## config.mk

```make
export PLATFORM = sky130hd
export DESIGN_NAME = dram_write_latch
export DESIGN_NICKNAME = d
export VERILOG_FILES = /design/src/hw/scpad_pkg.sv /design/src/hw/dram_write_latch.sv
export VERILOG_INCLUDE_DIRS = /design/src /design/src/hw
export SDC_FILE = /design/constraint.sdc
export NUM_CORES = 1
export LEC_CHECK = 0
export ABC_AREA = 1
export BUFFER_PORTS_ARGS = -buffer_cell sky130_fd_sc_hd__buf_2
export CORE_AREA = 2 2 254 256
export DETAILED_ROUTE_END_ITERATION = 10
export DIE_AREA = 0 0 256 258
export PLACE_DENSITY = 0.46
export SLEW_MARGIN = 15
export SYNTH_ARGS = -nofsm -noshare
export SYNTH_HDL_FRONTEND = slang
export SYNTH_SLANG_ARGS = --single-unit
```

## constraint.sdc

```tcl
create_clock -name clk -period 6.8 [get_ports clk]
set_clock_uncertainty 0.15 [all_clocks]
set_input_delay 1.36 -clock clk [delete_from_list [all_inputs] [get_ports clk]]
set_output_delay 1.36 -clock clk [all_outputs]
set_load 0.01 [all_outputs]
```

## src/hw/scpad_settings.svh

```systemverilog
`ifndef SCPAD_SETTINGS_SVH
`define SCPAD_SETTINGS_SVH

// scratchpad geometry
`define SCPAD_ROWS 16
`define SCPAD_ROW_BITS 512

// one DRAM data beat, 8 bytes
`define SCPAD_BEAT_BITS 64

// row bits divided by beat bits
`define SCPAD_BEATS_PER_ROW 8

// DRAM byte address
`define SCPAD_DRAM_ADDR_BITS 32

`endif

```

## src/hw/scpad_pkg.sv

```systemverilog
`include "scpad_settings.svh"

package scpad_pkg;

    // meaningful widths
    typedef logic [$clog2(`SCPAD_ROWS)-1:0] row_idx_t;
    typedef logic [`SCPAD_ROW_BITS-1:0] row_t;
    typedef logic [`SCPAD_BEAT_BITS-1:0] beat_t;
    typedef logic [`SCPAD_DRAM_ADDR_BITS-1:0] dram_addr_t;

    // one extra bit so the count can reach a full row
    typedef logic [$clog2(`SCPAD_BEATS_PER_ROW):0] beat_cnt_t;

    // num_beats is legal from 1 to a full row
    typedef struct packed {
        row_idx_t   row;
        dram_addr_t base_addr;
        beat_cnt_t  num_beats;
    } spill_cmd_t;

    typedef struct packed {
        logic       valid;
        beat_t      wdata;
        dram_addr_t dram_addr;
    } dram_write_req_t;

    typedef enum logic [1:0] {
        st_idle,
        st_read,
        st_spill
    } spill_state_t;

endpackage

```

## src/hw/dram_write_latch.sv

```systemverilog
`timescale 1ns/10ps
`include "scpad_settings.svh"

module dram_write_latch (
    input  logic                       clk,
    input  logic                       n_rst,
    input  logic                       spill_valid,
    input  scpad_pkg::row_t            row_data,
    input  scpad_pkg::dram_addr_t      base_addr,
    input  scpad_pkg::beat_cnt_t       num_beats,
    input  logic                       be_stall,
    output scpad_pkg::dram_write_req_t dram_req,
    output logic                       latched
);

    // beat index bits and byte offset bits of the address
    localparam int idx_bits  = $clog2(`SCPAD_BEATS_PER_ROW);
    localparam int off_bits  = $clog2(`SCPAD_BEAT_BITS / 8);
    localparam int keep_lsb  = idx_bits + off_bits;

    scpad_pkg::dram_write_req_t req_q;
    scpad_pkg::dram_write_req_t nxt_req;

    scpad_pkg::beat_cnt_t count;
    scpad_pkg::beat_cnt_t nxt_count;

    logic [idx_bits-1:0]   beat_idx;
    scpad_pkg::beat_t      beat_data;
    scpad_pkg::dram_addr_t beat_addr;

    always_ff @(posedge clk, negedge n_rst) begin
        if (!n_rst) begin
            req_q <= '0;
            count <= '0;
        end else begin
            req_q <= nxt_req;
            count <= nxt_count;
        end
    end

    // slice and address of the beat the counter points at
    assign beat_idx  = count[idx_bits-1:0];
    assign beat_data = row_data[beat_idx * `SCPAD_BEAT_BITS +: `SCPAD_BEAT_BITS];
    assign beat_addr = {base_addr[`SCPAD_DRAM_ADDR_BITS-1:keep_lsb], beat_idx,
                        {off_bits{1'b0}}};

    always_comb begin
        nxt_req   = req_q;
        nxt_count = count;
        latched   = 1'b0;

        // stall freezes counter and request
        if (spill_valid && !be_stall) begin
            if (count < num_beats) begin
                nxt_req.valid     = 1'b1;
                nxt_req.wdata     = beat_data;
                nxt_req.dram_addr = beat_addr;
                nxt_count         = count + 1'b1;
            end else if (count == num_beats) begin
                // last beat is taken this cycle
                latched   = 1'b1;
                nxt_count = '0;
                nxt_req   = '0;
            end
        end
    end

    assign dram_req = req_q;

endmodule

```

==> impl_metrics.env <==
export IMPL_drive_gt1_frac=0.273
export IMPL_timing_rr_start="count[0]"
export IMPL_setup_viol=0
export IMPL_postRouteAntennaNets=0
export IMPL_pwr_share_seq=0.230
export IMPL_netlist_instances=1961
export IMPL_hold_violations=0
export IMPL_htree_levels=3
export IMPL_startpoint_type="flop"
export IMPL_crit_path_end_kind="output pin"
export IMPL_async_reset_ff_frac=1.00
export IMPL_reg2reg_slack_ns=3.07
export IMPL_fmax_mhz=211
export IMPL_status="finished, final reports clean"
export IMPL_drtIter0Drc=886
export IMPL_synth_top_family_by_area="simple AND/OR/NAND/NOR gates"
export IMPL_p_leak_nw=9.54
export IMPL_ys_flop_type="dfrtp_1"
export IMPL_met1_usage=0.189
export IMPL_peakVddDrop_uv=240
export IMPL_grt_util_met2=0.270
export IMPL_synth_compound_gate_area_share=0.00325
export IMPL_period_share=0.696
export IMPL_min_period_ns=4.73
export IMPL_initial_core_util=0.163
export IMPL_p_sw_frac=0.557
export IMPL_wirelength_mm=53.1
export IMPL_cts_resized=0
export IMPL_synth_simple_area_share=0.499
export IMPL_yosysWarnings=0
export IMPL_overflow=0
export IMPL_power_density_mw_per_mm2=339
export IMPL_p_sw_w=0.00273
export IMPL_crit_chain="inv_8 > ha_1 > nand4_4 > a21oi_1 > buf_2"
export IMPL_via_per_inst=3.96
export IMPL_ys_seq_area_frac=0.236
export IMPL_reg2reg_depth=10
export IMPL_pin_count=650
export IMPL_grt_util_met3=0.0369
export IMPL_path_buf_inv=2
export IMPL_worstMarginPinSlew_ns=1.01
export IMPL_p_int_w=0.00218
export IMPL_slowest_delay_ns=0.82
export IMPL_whs_path_depth=2
export IMPL_rsz0062_at_grt="no"
export IMPL_core_mm2=0.0636
export IMPL_p_clk_frac=0.117
export IMPL_path_class="flop to output pin"
export IMPL_yosysMostFrequentCell="nand2_1"
export IMPL_layout_setup_ws_ns=2.07
export IMPL_max_cap_viol_count=0
export IMPL_dieHeight_um=258
export IMPL_setup_tns_final_ns=0
export IMPL_grt_max_degree=105
export IMPL_p_comb_frac=0.652
export IMPL_dieWidth_um=256
export IMPL_cts_tree="yes"
export IMPL_cp_slowest_cell="dfrtp_4"
export IMPL_yosys_area_top_type="nand3_1"
export IMPL_synth_edf_count=0
export IMPL_slew_violations=0
export IMPL_dpl_cell_area_mm2=0.0142
export IMPL_synth_common_cells="nand2_1, nand3_1, inv_1, buf_2, dfrtp_1"
export IMPL_yosysUniqueCellTypes=18
export IMPL_cts_buffers=9
export IMPL_grt_pass1_vias=13158
export IMPL_nets=3052
export IMPL_post_dp_hpwl_mm=38.9
export IMPL_synthTopCellsByArea="nand3_1, dfrtp_1, nand2_1"
export IMPL_worst_ep_required_time_ns=5.29
export IMPL_fillers=7596
export IMPL_cp_arrival_ns=3.22
export IMPL_dieArea_mm2=0.0660
export IMPL_fin_util=0.227
export IMPL_track_usage=0.157
export IMPL_antenna_found_initial=8
export IMPL_io_buffers=640
export IMPL_max_slew_margin=0.325
export IMPL_yosys_register_bits=98
export IMPL_area_delta_synth_final_pct=39.3
export IMPL_hold_class="flop to flop"
export IMPL_drcViolationCount=0
export IMPL_synth_xor_area_share=0.00169
export IMPL_cts_path_max_buffers=2
export IMPL_fin_hold_ws_ns=0.324
export IMPL_grt_pass1_wl_mm=79.7
export IMPL_post_cts_setup_buffers=0
export IMPL_numClockSinks=98
export IMPL_busiest_layer="met2"
export IMPL_clk_latency_ns=0.40
export IMPL_dpl_worst_slack_ns=2.21
export IMPL_muxShareOfSynthArea=0
export IMPL_reg2reg_to="dram_req[4]"
export IMPL_hold_path_end="dram_req[96]"
export IMPL_num_vias=13310
export IMPL_synth_top_area_share=0.263
export IMPL_syn_avg_cell_area_um2=5.29
export IMPL_crit_family="flip-flops"
export IMPL_num_rows=93
export IMPL_finish_instance_area_mm2=0.0145
export IMPL_drtPass1Iterations=6
export IMPL_cts_hold_fix_buffers=0
export IMPL_cp_max_fo=104
export IMPL_min_from="dram_req[96]"
export IMPL_clk_pin_slew_ns=0.09
export IMPL_yosys_area_share_adder=0.00603
export IMPL_root_buffer="clkbuf_16"
export IMPL_gp_congestion=0.864
export IMPL_syn_cell_area_mm2=0.0104
export IMPL_wl_per_cell_um=15.8
==> worst max-delay path by stage <==
stage                       from  slack [ns]  depth (start not counted)  endpoint
detailed placement  num_beats[3]        2.21                          8   latched
floorplan           num_beats[3]        2.75                          8   latched
global route            count[0]        1.76                          5   latched
CTS                     count[0]        1.91                          5   latched
global placement    num_beats[3]        2.23                          8   latched
finish                  count[0]        2.07                          5   latched
==> per-stage QoR <==
stage	cells	total power, W
floorplan	1963	0.00318
finish	3361	0.00491
global placement	3339	0.00442
global route	3360	0.00543
detailed placement	3339	0.00442
CTS	3355	0.00504
==> registers in the layout, indices dropped and copies added (netlist names) <==
register / count
count: 4
dram_req: 94
==> worst register-to-register path: cells and delay by family (launching register included) <==
family / cells / cell delay, ns
buffers and inverters: 3 / 1.21
and+or+nand+nor: 5 / 1.12
DFF: 1 / 0.72
AOI/OAI and AO/OA: 1 / 0.11
adders and majority gates: 1 / 0.28
==> cells in the final DEF, fill, tap and decap left out <==
| cell type | synthesis | final |
|---|---|---|
| nand3_4 | 0 | 1 |
| nand3_1 | 546 | 545 |
| nand4_4 | 0 | 1 |
| buf_6 | 0 | 1 |
| diode_2 | 0 | 6 |
| inv_6 | 0 | 1 |
| a21oi_2 | 1 | 1 |
| clkbuf_16 | 0 | 9 |
| nand4_1 | 1 | 1 |
| o21ai_0 | 4 | 4 |
| nand2_1 | 641 | 641 |
| clkinvlp_4 | 0 | 1 |
| nor2_4 | 2 | 2 |
| inv_2 | 2 | 1 |
| dfrtp_1 | 98 | 95 |
| clkinv_4 | 0 | 3 |
| buf_2 | 104 | 639 |
| a21oi_1 | 1 | 1 |
| xor2_1 | 1 | 1 |
| ha_1 | 5 | 5 |
| clkinv_2 | 0 | 2 |
| conb_1 | 1 | 3 |
| inv_8 | 0 | 3 |
| xnor2_1 | 1 | 1 |
| dfrtp_4 | 0 | 3 |
| inv_1 | 522 | 520 |
| buf_4 | 8 | 15 |
==> kinds of logic (layout without fill, tap and decap cells) <==
kind of cell / after synthesis / count (layout)
buf+inv: 658 / 1195
flops: 98 / 98
compound gates: 6 / 6
xor+xnor: 2 / 2
fa+ha+maj: 5 / 5
simple gates: 1191 / 1191
other cells: 1 / 9
==> layer usage <==
layer	wire length (um)	vias to the layer above
met5	13	-
met4	1810	2
met3	3410	66
met2	25600	484
met1	22300	5879
li1	-	6879
==> layout make-up <==
type | instances | area [um^2] | share of cell area
clock inverters | 7 | 61.3 | 0.00424
clock buffers | 9 | 225 | 0.0156
multi-input cells | 1207 | 5330 | 0.368
repair buffers | 655 | 3320 | 0.230
well taps | 855 | 1070 | 0.0740
diodes | 6 | 15.0 | 0.00104
flip-flops and latches | 98 | 2460 | 0.170
inverters | 524 | 1980 | 0.137
==> power groups by stage <==
stage | sequential, W | clock, W | combinational (W)
global placement | 0.00115 | 0 | 0.00327
floorplan | 0.00114 | 0 | 0.00204
CTS | 0.00114 | 0.000624 | 0.00328
detailed placement | 0.00115 | 0 | 0.00327
global route | 0.00118 | 0.000639 | 0.00361
finish | 0.00113 | 0.000576 | 0.00320
Power figures use the tool's default switching activity.
