### config.mk
export PLATFORM = sky130hd
export DESIGN_NAME = spill_sequencer
export DESIGN_NICKNAME = d
export VERILOG_FILES = /design/src/hw/scpad_pkg.sv /design/src/hw/spill_sequencer.sv
export VERILOG_INCLUDE_DIRS = /design/src /design/src/hw
export SDC_FILE = /design/constraint.sdc
export NUM_CORES = 1
export LEC_CHECK = 0
export ABC_AREA = 1
export CAP_MARGIN = 15
export CORE_AREA = 3 3 69 71
export DETAILED_ROUTE_END_ITERATION = 10
export DIE_AREA = 0 0 72 74
export DONT_BUFFER_PORTS = 1
export SLEW_MARGIN = 20
export SYNTH_ARGS = -nofsm -noshare
export SYNTH_HDL_FRONTEND = slang
export SYNTH_SLANG_ARGS = --single-unit
### constraint.sdc
create_clock -name clk -period 1.45 [get_ports clk]
set_input_delay 0.29 -clock clk [delete_from_list [all_inputs] [get_ports clk]]
set_output_delay 0.29 -clock clk [all_outputs]
set_load 0.05 [all_outputs]
### src/hw/scpad_settings.svh
`ifndef SCPAD_SETTINGS_SVH
`define SCPAD_SETTINGS_SVH

// scratchpad geometry
`define SCPAD_ROWS 16
`define SCPAD_ROW_BITS 512

// one DRAM data beat, 8 bytes
`define SCPAD_BEAT_BITS 64

// row bits divided by beat bits
`define SCPAD_BEATS_PER_ROW 8

// DRAM byte address
`define SCPAD_DRAM_ADDR_BITS 32

`endif

### src/hw/scpad_pkg.sv
`include "scpad_settings.svh"

package scpad_pkg;

    // meaningful widths
    typedef logic [$clog2(`SCPAD_ROWS)-1:0] row_idx_t;
    typedef logic [`SCPAD_ROW_BITS-1:0] row_t;
    typedef logic [`SCPAD_BEAT_BITS-1:0] beat_t;
    typedef logic [`SCPAD_DRAM_ADDR_BITS-1:0] dram_addr_t;

    // one extra bit so the count can reach a full row
    typedef logic [$clog2(`SCPAD_BEATS_PER_ROW):0] beat_cnt_t;

    // num_beats is legal from 1 to a full row
    typedef struct packed {
        row_idx_t   row;
        dram_addr_t base_addr;
        beat_cnt_t  num_beats;
    } spill_cmd_t;

    typedef struct packed {
        logic       valid;
        beat_t      wdata;
        dram_addr_t dram_addr;
    } dram_write_req_t;

    typedef enum logic [1:0] {
        st_idle,
        st_read,
        st_spill
    } spill_state_t;

endpackage

### src/hw/spill_sequencer.sv
`timescale 1ns/10ps

module spill_sequencer (
    input  logic                  clk,
    input  logic                  n_rst,
    input  logic                  spill_start,
    input  scpad_pkg::spill_cmd_t spill_cmd,
    input  logic                  latched,
    output logic                  rd_en,
    output scpad_pkg::row_idx_t   rd_row,
    output logic                  spill_valid,
    output scpad_pkg::dram_addr_t base_addr,
    output scpad_pkg::beat_cnt_t  num_beats,
    output logic                  busy
);

    scpad_pkg::spill_state_t state;
    scpad_pkg::spill_state_t nxt_state;

    // command held for the whole spill
    scpad_pkg::spill_cmd_t cmd_q;
    scpad_pkg::spill_cmd_t nxt_cmd;

    always_ff @(posedge clk, negedge n_rst) begin
        if (!n_rst) begin
            state <= scpad_pkg::st_idle;
            cmd_q <= '0;
        end else begin
            state <= nxt_state;
            cmd_q <= nxt_cmd;
        end
    end

    always_comb begin
        nxt_state = state;
        nxt_cmd   = cmd_q;

        case (state)
            scpad_pkg::st_idle: begin
                // only idle listens to the start strobe
                if (spill_start) begin
                    nxt_cmd   = spill_cmd;
                    nxt_state = scpad_pkg::st_read;
                end
            end

            scpad_pkg::st_read: begin
                // row data lands in the buffer's read register at this edge
                nxt_state = scpad_pkg::st_spill;
            end

            scpad_pkg::st_spill: begin
                // latch reports the last beat taken
                if (latched) begin
                    nxt_state = scpad_pkg::st_idle;
                end
            end

            default: begin
                nxt_state = scpad_pkg::st_idle;
            end
        endcase
    end

    // single read pulse, ahead of any latch activity
    assign rd_en  = (state == scpad_pkg::st_read);
    assign rd_row = cmd_q.row;

    // valid level for the latch, held until latched
    assign spill_valid = (state == scpad_pkg::st_spill);
    assign base_addr   = cmd_q.base_addr;
    assign num_beats   = cmd_q.num_beats;

    assign busy = (state != scpad_pkg::st_idle);

endmodule

==> report_table.html, run 1 <==
<table>
<tr><th>Metric</th><th>Value</th></tr>
<tr><th colspan="2">Clock tree</th></tr>
<tr><td>CTS tree</td><td>done</td></tr>
<tr><td>Clock latency of the later-clocked register in the worst-skew pair</td><td>approximately 0.28 ns</td></tr>
<tr><td>H-tree depth</td><td>2</td></tr>
<tr><td>Cell chosen for the clock root</td><td>sky130_fd_sc_hd__clkbuf_8</td></tr>
<tr><td>Setup Buffers After CTS</td><td>0</td></tr>
<tr><td>CTS sink count</td><td>42</td></tr>
<tr><td>CTS clk-pin slew, worst paths</td><td>around 0.080 ns</td></tr>
<tr><td>TritonCTS buffer count</td><td>5</td></tr>
<tr><td>Buffer levels on the longest clock path</td><td>2</td></tr>
<tr><th colspan="2">Timing</th></tr>
<tr><td>Accumulated negative setup slack</td><td>0 ns</td></tr>
<tr><td>Max-Slew Margin vs Limit</td><td>about 67%</td></tr>
<tr><td>Number of setup violations in the final report</td><td>0</td></tr>
<tr><td>Top achievable clock speed</td><td>approximately 730 MHz</td></tr>
<tr><td>Final worst-path cycle share</td><td>~95%</td></tr>
<tr><td>Final period demand of the worst path</td><td>approximately 1.4 ns</td></tr>
<tr><td>Worst Tran Pin Value</td><td>between 0.4 and 0.5 ns</td></tr>
<tr><td>Unrepaired setup endpoints after global routing</td><td>no</td></tr>
<tr><td>Number of hold violations in the final report</td><td>0</td></tr>
<tr><td>Post-Route Skew</td><td>0.00632 ns</td></tr>
<tr><td>Max-slew violation count</td><td>0</td></tr>
<tr><th colspan="2">Cells and area</th></tr>
<tr><td>Number of inserted filler cells in the final layout</td><td>423</td></tr>
<tr><td>Sequential Area</td><td>between 1000 and 1500 um^2</td></tr>
<tr><td>Total area of multi-input combinational cells</td><td>~530 um^2</td></tr>
<tr><td>Proportion of layout cells with a drive suffix above 1</td><td>between 9 and 10%</td></tr>
<tr><td>Area growth from synthesis to final layout</td><td>10.1%</td></tr>
<tr><td>Number of nets in the final layout</td><td>between 200 and 250</td></tr>
<tr><td>Utilization after layout</td><td>between 40% and 50%</td></tr>
<tr><td>Count of antenna diodes in the layout</td><td>0</td></tr>
<tr><th colspan="2">Drt</th></tr>
<tr><td>Post-route antenna net violation count</td><td>0</td></tr>
<tr><td>Wire length per cell</td><td>around 15 um</td></tr>
<tr><td>Wire length reported by the detailed router</td><td>3550 um</td></tr>
<tr><td>Detailed-routing iteration count for the pre-antenna-repair pass</td><td>4</td></tr>
<tr><td>Residual DRC count</td><td>0</td></tr>
<tr><td>Number of vias after detailed routing</td><td>~1200</td></tr>
<tr><td>DRT iter0 DRCs</td><td>between 90 and 100</td></tr>
<tr><td>Via density per instance</td><td>about 5.0</td></tr>
<tr><th colspan="2">Worst setup path</th></tr>
<tr><td>Kind of end point of the critical path</td><td>primary output</td></tr>
<tr><td>Count of buffering cells on the critical path with inverters included</td><td>2</td></tr>
<tr><td>Register-to-register path setup slack</td><td>~0.34 ns</td></tr>
<tr><td>Max stage delay cell, worst path</td><td>sky130_fd_sc_hd__dfrtp_1</td></tr>
<tr><td>Critical path startpoint category</td><td>flip-flop</td></tr>
<tr><td>Crit path max-delay family</td><td>flip-flops</td></tr>
<tr><td>Data arrival time of the worst path</td><td>~1.1 ns</td></tr>
<tr><td>Biggest fanout along the worst timing path</td><td>2</td></tr>
<tr><td>Largest stage delay on the critical path</td><td>0.39 ns</td></tr>
<tr><td>Req. time, crit path</td><td>approximately 1.2 ns</td></tr>
<tr><td>Crit Path Category</td><td>reg2out</td></tr>
<tr><td>Cell breakdown of the critical path</td><td>inv_1 -&gt; nor2_1 -&gt; buf_4</td></tr>
<tr><th colspan="2">Logic synthesis</th></tr>
<tr><td>Post-Syn Nets</td><td>~230</td></tr>
<tr><td>Cell variety after synth</td><td>11</td></tr>
<tr><td>Gate count after technology mapping</td><td>~190</td></tr>
<tr><td>Portion of the post-synthesis area used by sequential elements</td><td>between 60 and 70%</td></tr>
<tr><td>Count of synthesis-stage warnings from yosys</td><td>0</td></tr>
<tr><td>Seq cells post-synth</td><td>42</td></tr>
<tr><td>Synthesized area per cell</td><td>~9.1 um^2</td></tr>
<tr><td>Netlist area before placement</td><td>roughly 1700 um^2</td></tr>
<tr><th colspan="2">Hold path</th></tr>
<tr><td>Hold Path Class</td><td>in2reg</td></tr>
<tr><th colspan="2">Floorplanning</th></tr>
<tr><td>Floorplan die height</td><td>~74 um</td></tr>
<tr><td>Placement Rows</td><td>24</td></tr>
<tr><td>Area inside the core boundary</td><td>approximately 4300 um^2</td></tr>
<tr><td>Die X-Extent</td><td>72 um</td></tr>
<tr><td>Ports</td><td>87</td></tr>
<tr><td>Area enclosed by the die boundary</td><td>between 5000 and 6000 um^2</td></tr>
<tr><td>Starting utilization of the core area</td><td>between 30% and 40%</td></tr>
<tr><th colspan="2">Place</th></tr>
<tr><td>Number of buffer cells added on primary ports</td><td>0</td></tr>
<tr><td>Placer's final routability congestion estimate</td><td>between 0.6 and 0.7</td></tr>
<tr><td>Post-detailed-placement half-perimeter wirelength</td><td>roughly 2300 um</td></tr>
<tr><th colspan="2">GRT</th></tr>
<tr><td>Global route total overflow</td><td>0</td></tr>
<tr><td>Via count of the first global-routing pass</td><td>between 1000 and 1500</td></tr>
<tr><td>Initial antenna violation count</td><td>0</td></tr>
<tr><td>Most crowded layer after global routing</td><td>met2</td></tr>
<tr><td>Pin count of the biggest net entering global routing</td><td>43</td></tr>
<tr><td>Fraction of met3 tracks used by global routing</td><td>around 5.0%</td></tr>
<tr><td>Met2 global-route usage</td><td>approximately a quarter</td></tr>
<tr><td>Global Route Usage Sum</td><td>between 10% and 20%</td></tr>
<tr><td>First-pass GRT wire length</td><td>5790 um</td></tr>
<tr><td>Global-route met1 utilization</td><td>16.6%</td></tr>
<tr><th colspan="2">Run status</th></tr>
<tr><td>Status</td><td>completed</td></tr>
<tr><th colspan="2">Run</th></tr>
<tr><td>Max-Cap Viols</td><td>0</td></tr>
</table>
==> registers in the layout, summed over array words and instances, names as in the netlist <==
name,count
state,2
num_beats,4
rd_row,4
base_addr,32
==> per-stage QoR <==
step / area [um^2] / worst slack [ns] / cells / hold WS (ns)
2_1_floorplan: 1690 / 0.0567 / 185 / -0.00559
3_3_place_gp: 1710 / 0.320 / 230 / -0.00469
3_5_place_dp: 1710 / 0.308 / 230 / -0.00466
4_1_cts: 1860 / 0.0299 / 240 / 0.106
5_1_grt: 1860 / 0.000964 / 240 / 0.114
6_report: 1860 / 0.0733 / 240 / 0.119
==> Yosys cell counts <==
cell type | count | area, um^2
sky130_fd_sc_hd__o21ai_0 | 1 | 5.00
sky130_fd_sc_hd__nor2_4 | 1 | 11.3
sky130_fd_sc_hd__buf_2 | 8 | 40.0
sky130_fd_sc_hd__nor2_1 | 1 | 3.75
sky130_fd_sc_hd__buf_6 | 4 | 45.0
sky130_fd_sc_hd__nand2_1 | 81 | 304
sky130_fd_sc_hd__dfrtp_1 | 42 | 1050
sky130_fd_sc_hd__inv_1 | 5 | 18.8
sky130_fd_sc_hd__nand2_2 | 1 | 6.26
sky130_fd_sc_hd__clkbuf_1 | 1 | 3.75
sky130_fd_sc_hd__nand3_1 | 40 | 200
==> area by class of cell <==
class	instances	share of cell area, %
inverters	5	1.21
flip-flops and latches	42	56.5
repair buffers	8	4.44
clock buffers	7	4.10
clock inverters	1	1.61
well taps	52	3.50
multi-input cells	125	28.6
==> final timing paths <==
| check | to | from | cells after the start |
|---|---|---|---|
| max | rd_en | state[0] | 3 |
| min | state[1] | latched | 1 |
| max reg2reg | base_addr[31] | state[1] | 4 |
| min reg2reg | state[1] | state[1] | 3 |
| max in group asynchronous | rd_row[0] | n_rst | 2 |
| min in group asynchronous | num_beats[3] | n_rst | 2 |
==> routing by layer <==
layer | vias up | routed length (um)
li1 | 583 | -
met1 | 562 | 1520
met2 | 59 | 1640
met3 | 4 | 354
met4 | 0 | 34
met5 | - | 0
==> repair_timing <==
action / in CTS / in global routing
hold buffers: 2 / 0
endpoints found under the hold margin: 42 / 0
cloned: 0 / 0
gates resized for setup: 1 / 1
endpoints found under the setup margin: 1 / 1
==> cells in the final DEF, fill, tap and decap left out <==
cell type | Yosys | routed
sky130_fd_sc_hd__o21ai_0 | 1 | 1
sky130_fd_sc_hd__dfrtp_1 | 42 | 42
sky130_fd_sc_hd__nor2_4 | 1 | 1
sky130_fd_sc_hd__nor2_1 | 1 | 1
sky130_fd_sc_hd__inv_1 | 5 | 4
sky130_fd_sc_hd__clkinvlp_4 | 0 | 1
sky130_fd_sc_hd__nand2_1 | 81 | 80
sky130_fd_sc_hd__nand3_1 | 40 | 40
sky130_fd_sc_hd__dlygate4sd3_1 | 0 | 1
sky130_fd_sc_hd__clkbuf_1 | 1 | 2
sky130_fd_sc_hd__buf_16 | 0 | 1
sky130_fd_sc_hd__bufinv_16 | 0 | 1
sky130_fd_sc_hd__buf_4 | 0 | 6
sky130_fd_sc_hd__nand2_2 | 1 | 2
sky130_fd_sc_hd__clkbuf_8 | 0 | 5
==> kinds of logic (layout without fill, tap and decap cells) <==
kind of cell	after synthesis	after routing	synth area share, %
and+or+nand+nor	124	124	31.1
DFF	42	42	62.2
buffers and inverters	18	21	6.37
AOI/OAI and AO/OA	1	1	0.296
Power of run 1 is left out: the tool's default activity adds up to more than one toggle a clock period on the data nets, which glitch-free logic cannot reach.
==> run 2: changes to the inputs <==
--- a/config.mk
+++ b/config.mk
@@ -8,10 +8,14 @@
 export LEC_CHECK = 0
 export ABC_AREA = 1
 export CAP_MARGIN = 15
-export CORE_AREA = 3 3 69 71
+export CELL_PAD_IN_SITES_DETAIL_PLACEMENT = 1
+export CELL_PAD_IN_SITES_GLOBAL_PLACEMENT = 2
+export CORE_AREA = 3 3 76 78
+export CTS_CLUSTER_SIZE = 12
 export DETAILED_ROUTE_END_ITERATION = 10
-export DIE_AREA = 0 0 72 74
+export DIE_AREA = 0 0 79 81
 export DONT_BUFFER_PORTS = 1
+export PLACE_DENSITY_LB_ADDON = 0.1
 export SLEW_MARGIN = 20
 export SYNTH_ARGS = -nofsm -noshare
 export SYNTH_HDL_FRONTEND = slang
==> constraint.sdc (replaced) <==
create_clock -name clk -period 1.5 [get_ports clk]
set_input_delay 0.3 -clock clk [delete_from_list [all_inputs] [get_ports clk]]
set_output_delay 0.3 -clock clk [all_outputs]
set_load 0.05 [all_outputs]
==> run 2 against run 1 <==
  * Critical path depth did not move
  * Register-to-register slack improved by 0.03 ns
  * Wire length increased by 21%
  * Clock skew is 0.0021 ns lower
  * Clock-buffer cell count did not move
  * Die area is 20% higher
  * Global-route usage rose by 0.49 points
  * Worst hold slack gained 0.028 ns
  * Critical path type unchanged
  * Cell area fell by 0.54%
==> report_table.html, run 2 (synthesized netlist as in run 1, its figures left out) <==
<table>
<tr><th>Metric</th><th>Value</th></tr>
<tr><th colspan="2">Worst setup path</th></tr>
<tr><td>Req. time, crit path</td><td>1.20 ns (+0.04 ns)</td></tr>
<tr><td>Biggest fanout along the worst timing path</td><td>2 (unchanged)</td></tr>
<tr><td>Kind of end point of the critical path</td><td>primary output</td></tr>
<tr><td>Cell breakdown of the critical path</td><td>inv_1 -&gt; nand2_1 -&gt; clkinvlp_4</td></tr>
<tr><td>Launching point of the worst reg2reg path</td><td>state[1]</td></tr>
<tr><td>Crit path max-delay family</td><td>flip-flops</td></tr>
<tr><td>Critical path startpoint category</td><td>flip-flop</td></tr>
<tr><td>Register-to-register path setup slack</td><td>0.37 ns (+0.03 ns)</td></tr>
<tr><td>Crit Path Category</td><td>reg2out</td></tr>
<tr><td>Capture point of the worst reg-to-reg path</td><td>base_addr[14]</td></tr>
<tr><td>Count of buffering cells on the critical path with inverters included</td><td>2 (unchanged)</td></tr>
<tr><td>Data arrival time of the worst path</td><td>1.11 ns (+0.02 ns)</td></tr>
<tr><td>Max stage delay cell, worst path</td><td>sky130_fd_sc_hd__dfrtp_1</td></tr>
<tr><td>R2R cell count</td><td>5 (+1)</td></tr>
<tr><td>Largest stage delay on the critical path</td><td>0.39 ns (about the same)</td></tr>
<tr><th colspan="2">Place</th></tr>
<tr><td>Placer's final routability congestion estimate</td><td>0.627 (-5.3%)</td></tr>
<tr><td>Placed Area</td><td>1740 um^2 (+1.8%)</td></tr>
<tr><td>Post-detailed-placement half-perimeter wirelength</td><td>3110 um (+34%)</td></tr>
<tr><td>Number of buffer cells added on primary ports</td><td>0 (unchanged)</td></tr>
<tr><th colspan="2">Floorplanning</th></tr>
<tr><td>Area inside the core boundary</td><td>5140 um^2 (+20%)</td></tr>
<tr><td>Die X-Extent</td><td>79 um (+9.7%)</td></tr>
<tr><td>Ports</td><td>87 (unchanged)</td></tr>
<tr><td>Starting utilization of the core area</td><td>32.9% (-6.5 points)</td></tr>
<tr><td>Area enclosed by the die boundary</td><td>6400 um^2 (+20%)</td></tr>
<tr><td>Floorplan die height</td><td>81 um (+9.5%)</td></tr>
<tr><td>Placement Rows</td><td>26 (+8.3%)</td></tr>
<tr><th colspan="2">GRT</th></tr>
<tr><td>Most crowded layer after global routing</td><td>met2</td></tr>
<tr><td>Global-route met1 utilization</td><td>14.3% (-2.3 points)</td></tr>
<tr><td>Initial antenna violation count</td><td>0 (unchanged)</td></tr>
<tr><td>Global route total overflow</td><td>0 (unchanged)</td></tr>
<tr><td>Global Route Usage Sum</td><td>14.5% (+0.49 points)</td></tr>
<tr><td>Met2 global-route usage</td><td>27.5% (+4.2 points)</td></tr>
<tr><td>First-pass GRT wire length</td><td>7130 um (+23%)</td></tr>
<tr><td>Fraction of met3 tracks used by global routing</td><td>6.65% (+1.7 points)</td></tr>
<tr><td>Pin count of the biggest net entering global routing</td><td>43 (unchanged)</td></tr>
<tr><td>Via count of the first global-routing pass</td><td>1465 (+20%)</td></tr>
<tr><th colspan="2">Clock tree</th></tr>
<tr><td>Cell chosen for the clock root</td><td>sky130_fd_sc_hd__clkbuf_8</td></tr>
<tr><td>Setup Buffers After CTS</td><td>0 (unchanged)</td></tr>
<tr><td>H-tree depth</td><td>2 (unchanged)</td></tr>
<tr><td>TritonCTS buffer count</td><td>5 (unchanged)</td></tr>
<tr><td>CTS tree</td><td>done</td></tr>
<tr><td>Buffer levels on the longest clock path</td><td>2 (unchanged)</td></tr>
<tr><td>CTS clk-pin slew, worst paths</td><td>0.07 ns (about the same)</td></tr>
<tr><td>Clock latency of the later-clocked register in the worst-skew pair</td><td>0.28 ns (about the same)</td></tr>
<tr><td>CTS sink count</td><td>42 (unchanged)</td></tr>
<tr><th colspan="2">Drt</th></tr>
<tr><td>Residual DRC count</td><td>0 (unchanged)</td></tr>
<tr><td>Wire length reported by the detailed router</td><td>4280 um (+21%)</td></tr>
<tr><td>Number of vias after detailed routing</td><td>1246 (+3.1%)</td></tr>
<tr><td>Wire length per cell</td><td>16.6 um (+12%)</td></tr>
<tr><td>Post-route antenna net violation count</td><td>0 (unchanged)</td></tr>
<tr><td>DRT iter0 DRCs</td><td>51 (-45%)</td></tr>
<tr><td>Via density per instance</td><td>4.83 (-4.1%)</td></tr>
<tr><td>Detailed-routing iteration count for the pre-antenna-repair pass</td><td>3 (-1)</td></tr>
<tr><th colspan="2">Cells and area</th></tr>
<tr><td>Most used cells in the layout excluding fill and tap cells</td><td>sky130_fd_sc_hd__nand2_1, sky130_fd_sc_hd__dfrtp_1, sky130_fd_sc_hd__nand3_1, sky130_fd_sc_hd__buf_4, sky130_fd_sc_hd__clkbuf_8</td></tr>
<tr><td>Largest register FFs</td><td>32 (unchanged)</td></tr>
<tr><td>Utilization after layout</td><td>36.0% (-7.3 points)</td></tr>
<tr><td>Number of nets in the final layout</td><td>232 (+0.43%)</td></tr>
<tr><td>Number of inserted filler cells in the final layout</td><td>626 (+48%)</td></tr>
<tr><td>Proportion of layout cells with a drive suffix above 1</td><td>8.51% (-0.53 points)</td></tr>
<tr><td>Total area of multi-input combinational cells</td><td>531 um^2 (-0.47%)</td></tr>
<tr><td>Sequential Area</td><td>1050 um^2 (unchanged)</td></tr>
<tr><td>Area growth from synthesis to final layout</td><td>9.56%</td></tr>
<tr><td>Most common library cell in the layout ignoring fill and taps</td><td>sky130_fd_sc_hd__nand2_1</td></tr>
<tr><td>Cell area after layout</td><td>1850 um^2 (-0.54%)</td></tr>
<tr><td>Count of antenna diodes in the layout</td><td>0 (unchanged)</td></tr>
<tr><th colspan="2">Timing</th></tr>
<tr><td>Number of hold violations in the final report</td><td>0 (unchanged)</td></tr>
<tr><td>Final period demand of the worst path</td><td>~1.4 ns</td></tr>
<tr><td>Unrepaired setup endpoints after global routing</td><td>no</td></tr>
<tr><td>Top achievable clock speed</td><td>about 710 MHz</td></tr>
<tr><td>Post-Route Skew</td><td>0.00418 ns (-0.00214 ns)</td></tr>
<tr><td>Final-layout worst hold slack</td><td>0.147 ns (+0.0275 ns)</td></tr>
<tr><td>Accumulated negative setup slack</td><td>0 ns (unchanged)</td></tr>
<tr><td>Final worst-path cycle share</td><td>94.2%</td></tr>
<tr><td>Max-slew violation count</td><td>0 (unchanged)</td></tr>
<tr><td>Number of setup violations in the final report</td><td>0 (unchanged)</td></tr>
<tr><td>Worst Tran Pin Value</td><td>0.501 ns (+0.00482 ns)</td></tr>
<tr><td>Max-Slew Margin vs Limit</td><td>66.6% (-0.32 points)</td></tr>
<tr><th colspan="2">Hold path</th></tr>
<tr><td>Hold Crit Start</td><td>latched</td></tr>
<tr><td>Number of instances on the worst hold path</td><td>1 (unchanged)</td></tr>
<tr><td>Hold Path Class</td><td>in2reg</td></tr>
<tr><td>Hold Crit Endpoint</td><td>state[1]</td></tr>
<tr><th colspan="2">Run</th></tr>
<tr><td>Max-Cap Viols</td><td>0 (unchanged)</td></tr>
<tr><th colspan="2">Run status</th></tr>
<tr><td>Status</td><td>completed</td></tr>
</table>
run 2: how the worst max path moves through the flow:
stage	startpoint	endpoint	slack (ns)	cells past startpoint
2_1_floorplan	state[0]	rd_en	0.1	2
3_3_place_gp	state[0]	spill_valid	0.36	3
3_5_place_dp	state[0]	spill_valid	0.34	3
4_1_cts	state[0]	spill_valid	0.01	3
5_1_grt	state[0]	spill_valid	0.02	3
6_report	state[0]	spill_valid	0.09	3
run 2: repair_timing:
action                                  CTS  global route
hold buffers                              2             0
hold endpoints to repair                 42             0
resized for setup                         0             1
endpoints found under the setup margin    0             1
run 2: cell type report:
| cell class | instances | area share [%] |
|---|---|---|
| multi-input cells | 125 | 28.7 |
| repair buffers | 9 | 4.46 |
| inverters | 5 | 1.22 |
| clock buffers | 7 | 4.12 |
| well taps | 70 | 4.73 |
| flip-flops and latches | 42 | 56.8 |
run 2: through the flow:
step                      worst slack (ns)  cells
after floorplan                     0.0967    185
after global placement               0.360    249
after detailed placement             0.340    249
after CTS                           0.0134    258
after global routing                0.0176    258
final                               0.0866    258
run 2: per-layer routing:
metal / up-vias / routed length, um
li1: 587 / -
met1: 602 / 1500
met2: 52 / 2300
met3: 5 / 439
met4: 0 / 44
met5: - / 0
Power of run 2 is left out for the same reason.
